`config.mk`:
```
export PLATFORM = sky130hd
export DESIGN_NAME = accessDecoder
export DESIGN_NICKNAME = d
export VERILOG_FILES = /design/src/verilog/memPkg.sv /design/src/verilog/accessDecoder.sv
export SDC_FILE = /design/constraint.sdc
export NUM_CORES = 1
export LEC_CHECK = 0
export ABC_AREA = 0
export BUFFER_PORTS_ARGS = -buffer_cell sky130_fd_sc_hd__buf_2
export CAP_MARGIN = 0
export CORE_ASPECT_RATIO = 1.2
export CORE_UTILIZATION = 32
export CTS_CLUSTER_DIAMETER = 80
export CTS_CLUSTER_SIZE = 24
export DETAILED_ROUTE_END_ITERATION = 8
export GPL_TIMING_DRIVEN = 0
export HOLD_SLACK_MARGIN = 0.15
export PLACE_DENSITY_LB_ADDON = 0.25
export SYNTH_ARGS = -nofsm -noshare
export SYNTH_HDL_FRONTEND = slang
export SYNTH_SLANG_ARGS = --single-unit
export TNS_END_PERCENT = 5
```
`constraint.sdc`:
```
create_clock -name clk -period 1.5 [get_ports clk]
set_input_delay 0.225 -clock clk [delete_from_list [all_inputs] [get_ports clk]]
set_output_delay 0.225 -clock clk [all_outputs]
set_load 0.005 [all_outputs]
```
`src/verilog/memPkg.sv`:
```
// Shared widths, address map and struct types for the word-organized data memory
// Sizes follow the load/store funct3 coding
`default_nettype none

package memPkg;

   // Bus and array geometry
   localparam int ADDR_WIDTH       = 16;     // Byte address
   localparam int WORD_WIDTH       = 32;     // Data bus
   localparam int NUM_LANES        = 4;      // Bytes per word
   localparam int LANE_WIDTH       = 8;
   localparam int OFFSET_WIDTH     = 2;      // Byte offset inside a word
   localparam int RAM_WORDS        = 2048;   // Depth of every lane
   localparam int WORD_INDEX_WIDTH = 11;

   // Address map
   localparam int IO_SELECT_BIT    = 14;     // Set means IO page
   localparam int LED_WORD_BIT     = 2;      // One-hot word select in the IO page
   localparam int LED_WIDTH        = 5;

   // Same coding as funct3[1:0] of loads and stores
   typedef enum logic [1:0] {
      SIZE_BYTE = 2'b00,
      SIZE_HALF = 2'b01,
      SIZE_WORD = 2'b10
   } accessSizeT;

   // One load/store request, valid for a single cycle
   typedef struct packed {
      logic                  valid;
      logic                  write;        // 0 means load
      logic [ADDR_WIDTH-1:0] addr;
      accessSizeT            size;
      logic                  isUnsigned;   // funct3[2] of a load
      logic [WORD_WIDTH-1:0] wdata;
   } memReqT;

   // Command fanned out to the byte lanes in the request cycle
   typedef struct packed {
      logic [WORD_INDEX_WIDTH-1:0]             wordIndex;
      logic [NUM_LANES-1:0]                    enable;      // Write mask
      logic                                    readEnable;
      logic [NUM_LANES-1:0][LANE_WIDTH-1:0]    data;        // Lane 0 is the low byte
   } laneWriteT;

   // What the aligner needs to know about the load in flight
   typedef struct packed {
      logic                    valid;
      logic [OFFSET_WIDTH-1:0] offset;
      accessSizeT              size;
      logic                    isUnsigned;
      logic                    isIo;
   } loadTagT;

   // Load result, one cycle after the request
   typedef struct packed {
      logic                  valid;
      logic [WORD_WIDTH-1:0] data;
   } memRespT;

endpackage

`default_nettype wire
```
`src/verilog/accessDecoder.sv`:
```
// Request decoder for page select, store mask, lane data and the LED register
// Also registers the tag of each load for the aligner
`timescale 1ns/100ps
`default_nettype none

module accessDecoder (
   input  wire                                clk,
   input  wire                                mem_rstrb,
   input  wire memPkg::memReqT                req,
   output memPkg::laneWriteT                  laneCmd,
   output memPkg::loadTagT                    loadTag,
   output logic [memPkg::LED_WIDTH-1:0]       leds
);

   logic                                isIo;
   logic                                isLoad;
   logic                                ramStore;
   logic                                ledStore;
   logic [memPkg::OFFSET_WIDTH-1:0]     offset;
   logic [memPkg::NUM_LANES-1:0]        writeMask;
   logic [memPkg::LANE_WIDTH-1:0]       lowByte;
   logic [memPkg::LANE_WIDTH-1:0]       secondByte;

   assign isIo     = req.addr[memPkg::IO_SELECT_BIT];
   assign isLoad   = req.valid & ~req.write;
   assign ramStore = req.valid & req.write & ~isIo;
   // Only the LED word is writable in the IO page
   assign ledStore = req.valid & req.write & isIo & req.addr[memPkg::LED_WORD_BIT];

   assign lowByte    = req.wdata[7:0];
   assign secondByte = req.wdata[15:8];

   // Misaligned offset bits are dropped without a trap
   always_comb begin
      case (req.size)
         memPkg::SIZE_BYTE: offset = req.addr[memPkg::OFFSET_WIDTH-1:0];
         memPkg::SIZE_HALF: offset = {req.addr[1], 1'b0};    // Bit 0 ignored
         default:           offset = '0;                     // Words are always aligned
      endcase
   end

   // Store mask with one bit per byte lane
   always_comb begin
      case (req.size)
         memPkg::SIZE_BYTE: writeMask = memPkg::NUM_LANES'(1) << offset;  // One-hot
         memPkg::SIZE_HALF: writeMask = offset[1] ? 4'b1100 : 4'b0011;
         default:           writeMask = 4'b1111;
      endcase
   end

   always_comb begin
      laneCmd.wordIndex  = req.addr[memPkg::OFFSET_WIDTH +: memPkg::WORD_INDEX_WIDTH];
      laneCmd.enable     = ramStore ? writeMask : '0;    // IO accesses never touch RAM
      laneCmd.readEnable = isLoad & ~isIo;
      // Low byte or low halfword replicated into the addressed lanes
      laneCmd.data[0] = lowByte;
      laneCmd.data[1] = offset[0] ? lowByte : secondByte;
      laneCmd.data[2] = offset[1] ? lowByte : req.wdata[23:16];
      if (offset[0]) begin
         laneCmd.data[3] = lowByte;                      // Byte at offset 1 or 3
      end else if (offset[1]) begin
         laneCmd.data[3] = secondByte;                   // Upper halfword
      end else begin
         laneCmd.data[3] = req.wdata[31:24];
      end
   end

   // Load tag and LED register, both taken on the request edge
   always_ff @(posedge clk) begin
      loadTag.offset     <= offset;
      loadTag.size       <= req.size;
      loadTag.isUnsigned <= req.isUnsigned;
      loadTag.isIo       <= isIo;
      if (mem_rstrb) begin
         loadTag.valid <= 1'b0;
         leds          <= '0;
      end else begin
         loadTag.valid <= isLoad;                        // Answered on the next cycle
         if (ledStore) begin
            leds <= req.wdata[memPkg::LED_WIDTH-1:0];
         end
      end
   end

   // A byte store hits exactly one lane and that lane carries the low byte
   assert property (@(posedge clk) disable iff (mem_rstrb)
      (ramStore && req.size == memPkg::SIZE_BYTE) |->
         ($onehot(laneCmd.enable) &&
          laneCmd.data[req.addr[memPkg::OFFSET_WIDTH-1:0]] ==
             req.wdata[memPkg::LANE_WIDTH-1:0]))
      else $error("byte store enables %b lanes or misplaces its byte", laneCmd.enable);

endmodule

`default_nettype wire

```
; ---- Word level (Yosys, flattened, before mapping)
; Index checks and enable logic that the tools add are counted.
[word_totals]
input_bits = 55
ff_bits = 12
elab_cells = 25
out_inout_bits = 60
[op_classes]
n_eq_ne = 1
n_reduce_logical = 1
bitwise_logic = 8
mux = 8
shifts = 1
[ops]
columns = cell, n
row1 = 8-bit two-way mux, 4
row2 = 4-bit two-way mux, 2
row3 = 4-bit case mux with 2 select lines, 1
row4 = 1-bit bitwise AND, 6
row5 = 2-bit case mux with 2 select lines, 1
row6 = 1-bit by 2-bit << shifter with 4-bit output (first input constant), 1
row7 = 2-bit by 1-bit equality test with 1-bit output (second input constant), 1
row8 = 2-bit zero test, 1
row9 = 1-bit NOT, 2

; ---- Depth between registers and ports, before layout
[depth]
ltp_word = 5
ltp_mapped = 5
mapped_depth_nobuf = 4

; ---- Least setup slack after synthesis
; OpenSTA, ideal clock, no wires.
[synth_timing]
path_type = input to output
from = input req[34] (netlist name)
to = output laneCmd[24] (netlist name)
required_time_ns = 1.275
n_path_buf = 2
path_stages = 5
path_slack_ns = 0.289
t_arrival_ns = 0.986
cell_sequence = or3b_1 buf_6 clkinv_8 buf_12 o21ai_2
[synth_rtl]
columns = element, line
row1 = start: declaration, accessDecoder.sv:9  ; input wire memPkg::memReqT req,
row2 = end: declaration, accessDecoder.sv:10  ; output memPkg::laneWriteT laneCmd,

==> flow_summary.ini <==
[run_status]
status = completed

[global_route]
first_global_vias = 872
grt_max_degree = 11
grt_first_pass_wirelength_mm = 3.73
antenna_found_initial = 0
grt_usage_pct = 16.1
overflow = 0

[yosys]
synthSimpleGateAreaFrac_pct = 27.4
synth_compound_area_share_pct = 9.54
yosys.area.top_type = dfxtp_1
syn_nets = 181
synth_top_family_by_area = simple AND/OR/NAND/NOR gates
synthCells = 126
yosysWarnings = 0
yosysUniqueCellTypes = 19
synthAdderAreaFrac_pct = 0
synth.yosys.seq_area_share_pct = 25.8
synth_top_cell_area_share_pct = 25.8
ys_ff_latch = 12
synth_xor_area_share_pct = 0
syn_avg_cell_area_um2 = 7.39
syn-cell-area_um2 = 931
synth_area_leaders = dfxtp_1 (26%), nand2_1 (19%), buf_4 (16%)
synthMuxAreaShare_pct = 14.0

[power_and_ir_drop]
p_total_mw = 0.948
p_per_area_nw_per_um2 = 579
ir_worst_vdd_mv = 0.316
leakage_nw = 1.03

[critical_path]
critical_path_class = primary input to output pin
r2r_slack_ns = 0.91
cp.required_ns = 1.27
endpoint_kind = output pin
start_kind = primary input
critPathMaxFanout = 6
arrival_ns = 1.22

[finish]
area_growth_pct = 75.9
fin_nets = 296
fin_area_um2 = 1640
multi_input_area_um2 = 485
drive_gt1_share_pct = 60.4
nFillCells = 309
regArea_um2 = 240
final_util_pct = 58.8
n_antenna_cell = 0

[clock_tree]
h-tree-depth = 1
cts_sinks = 12
cts.clk_slew.worst_paths_ns = 0.08
root_buffer = clkbuf_4
cts_buffer_depth = 2
cts_tree = built
cts_buffers = 3
clk_latency_ns = 0.26

[timing]
setup_slack_ns = 0.0535
tightest_slew_ns = 0.347
relSlewSlack_pct = 76.8
max_freq_mhz = 691
hold_viol_final = 0
slew_viol_final = 0
setup_tns_ns = 0
fin_skew_ns = 0
period_share_pct = 96.4
rsz0062_at_grt = no
setup-violations-final = 0
period_needed_ns = 1.45

[placement]
gp_congestion = 0.777
dpl_worst_slack_ns = -0.0744
dp_hpwl_mm = 2.23
place_area_um2 = 1480
io_buffer_count = 102

[job]
cap_violations = 0

[floorplanning]
die_x_um = 51.2
io_pins = 115
die_area_um2 = 3130
start_util_pct = 33.4
rows = 21
die_h_um = 61.1
core_area_um2 = 2790

[route]
wirelength_mm = 2.82
drt-pass1-iter-count = 4
via_count = 1189
drt_iter0_drc = 16
drc = 0
ant_nets = 0
avgViaCountPerCell = 4.34
wl_per_cell_um = 10.3

[hold_path]
worstHoldPathType = primary input to register
final timing paths:
kind / cells past startpoint / startpoint / end
worst max-delay path: 6 / req[35] / laneCmd[33]
worst min-delay path: 2 / mem_rstrb / loadTag[6]
worst max register to register: 2 / leds[4] / leds[4]
worst min register to register: 2 / leds[1] / leds[1]
what timing repair did:
action | 4_1_cts | 5_1_grt
pin swaps | 1 | 1
resized for setup | 1 | 9
setup endpoints to repair | 15 | 14
hold buffers | 4 | 0
endpoints found under the hold margin | 4 | 0
cloned | 0 | 2
buffers inserted | 3 | 0
report_power, final:
part	total (mW)	internal, mW	switching [mW]
combinational	0.363	0.208	0.155
clock	0.251	0.147	0.104
sequential	0.333	0.330	0.00286
synthesized netlist by cell type:
cell	count
a21oi_1	2
buf_12	1
buf_4	20
buf_6	2
clkinv_1	1
clkinv_8	1
dfxtp_1	12
inv_1	1
mux2i_1	13
nand2_1	48
nand2b_1	2
nand3b_1	1
nand4_1	1
nor2_1	8
nor3_1	2
o21ai_0	2
o21ai_2	7
o21bai_1	1
or3b_1	1
logic make-up (layout without fill, tap and decap cells):
logic type | count (synthesis) | count (layout)
buffers and inverters | 26 | 140
DFF | 12 | 12
and+or+nand+nor | 63 | 63
AOI/OAI and AO/OA | 12 | 12
muxes | 13 | 13
metal layers:
layer  track usage (%)  wire length [um]
met1              17.6              1140
met2              30.6              1430
met3              3.46               231
met4              5.79                18
met5                 0                 0
placed cells by master (no fill, tap or decap), drive strengths merged, types with 4 or more instances in the layout:
cell type and count:
buf 127, clkbuf 5, dfxtp 12, dlygate4sd3 4
mux2i 13, nand2 48, nor2 8, o21ai 9
final cells by class:
type,count,share of cell area [%]
sequential,12,14.7
tap,34,2.60
timing repair buffer,110,37.5
buffer,22,11.3
multi-input combinational,88,29.6
inverter,3,1.53
timing repair inverter,1,0.535
clock buffer,4,2.22
stage by stage:
step,hold WS [ns],std cells
global route,0.197,274
detailed placement,0.329,262
floorplan,0.253,126
finish,0.193,274
global placement,0.328,262
CTS,0.191,273
sequential cells by signal, summed over array words and instances, names as in the netlist:
name	count
loadTag	7
leds	5
worst max-delay path, cell delays in order:
cell	delay [ns]
buf_2	0.11
or3b_4	0.34
clkinv_8	0.09
clkbuf_16	0.16
nor3_2	0.16
buf_2	0.13
No activity file was read; power rests on OpenSTA's default activity.
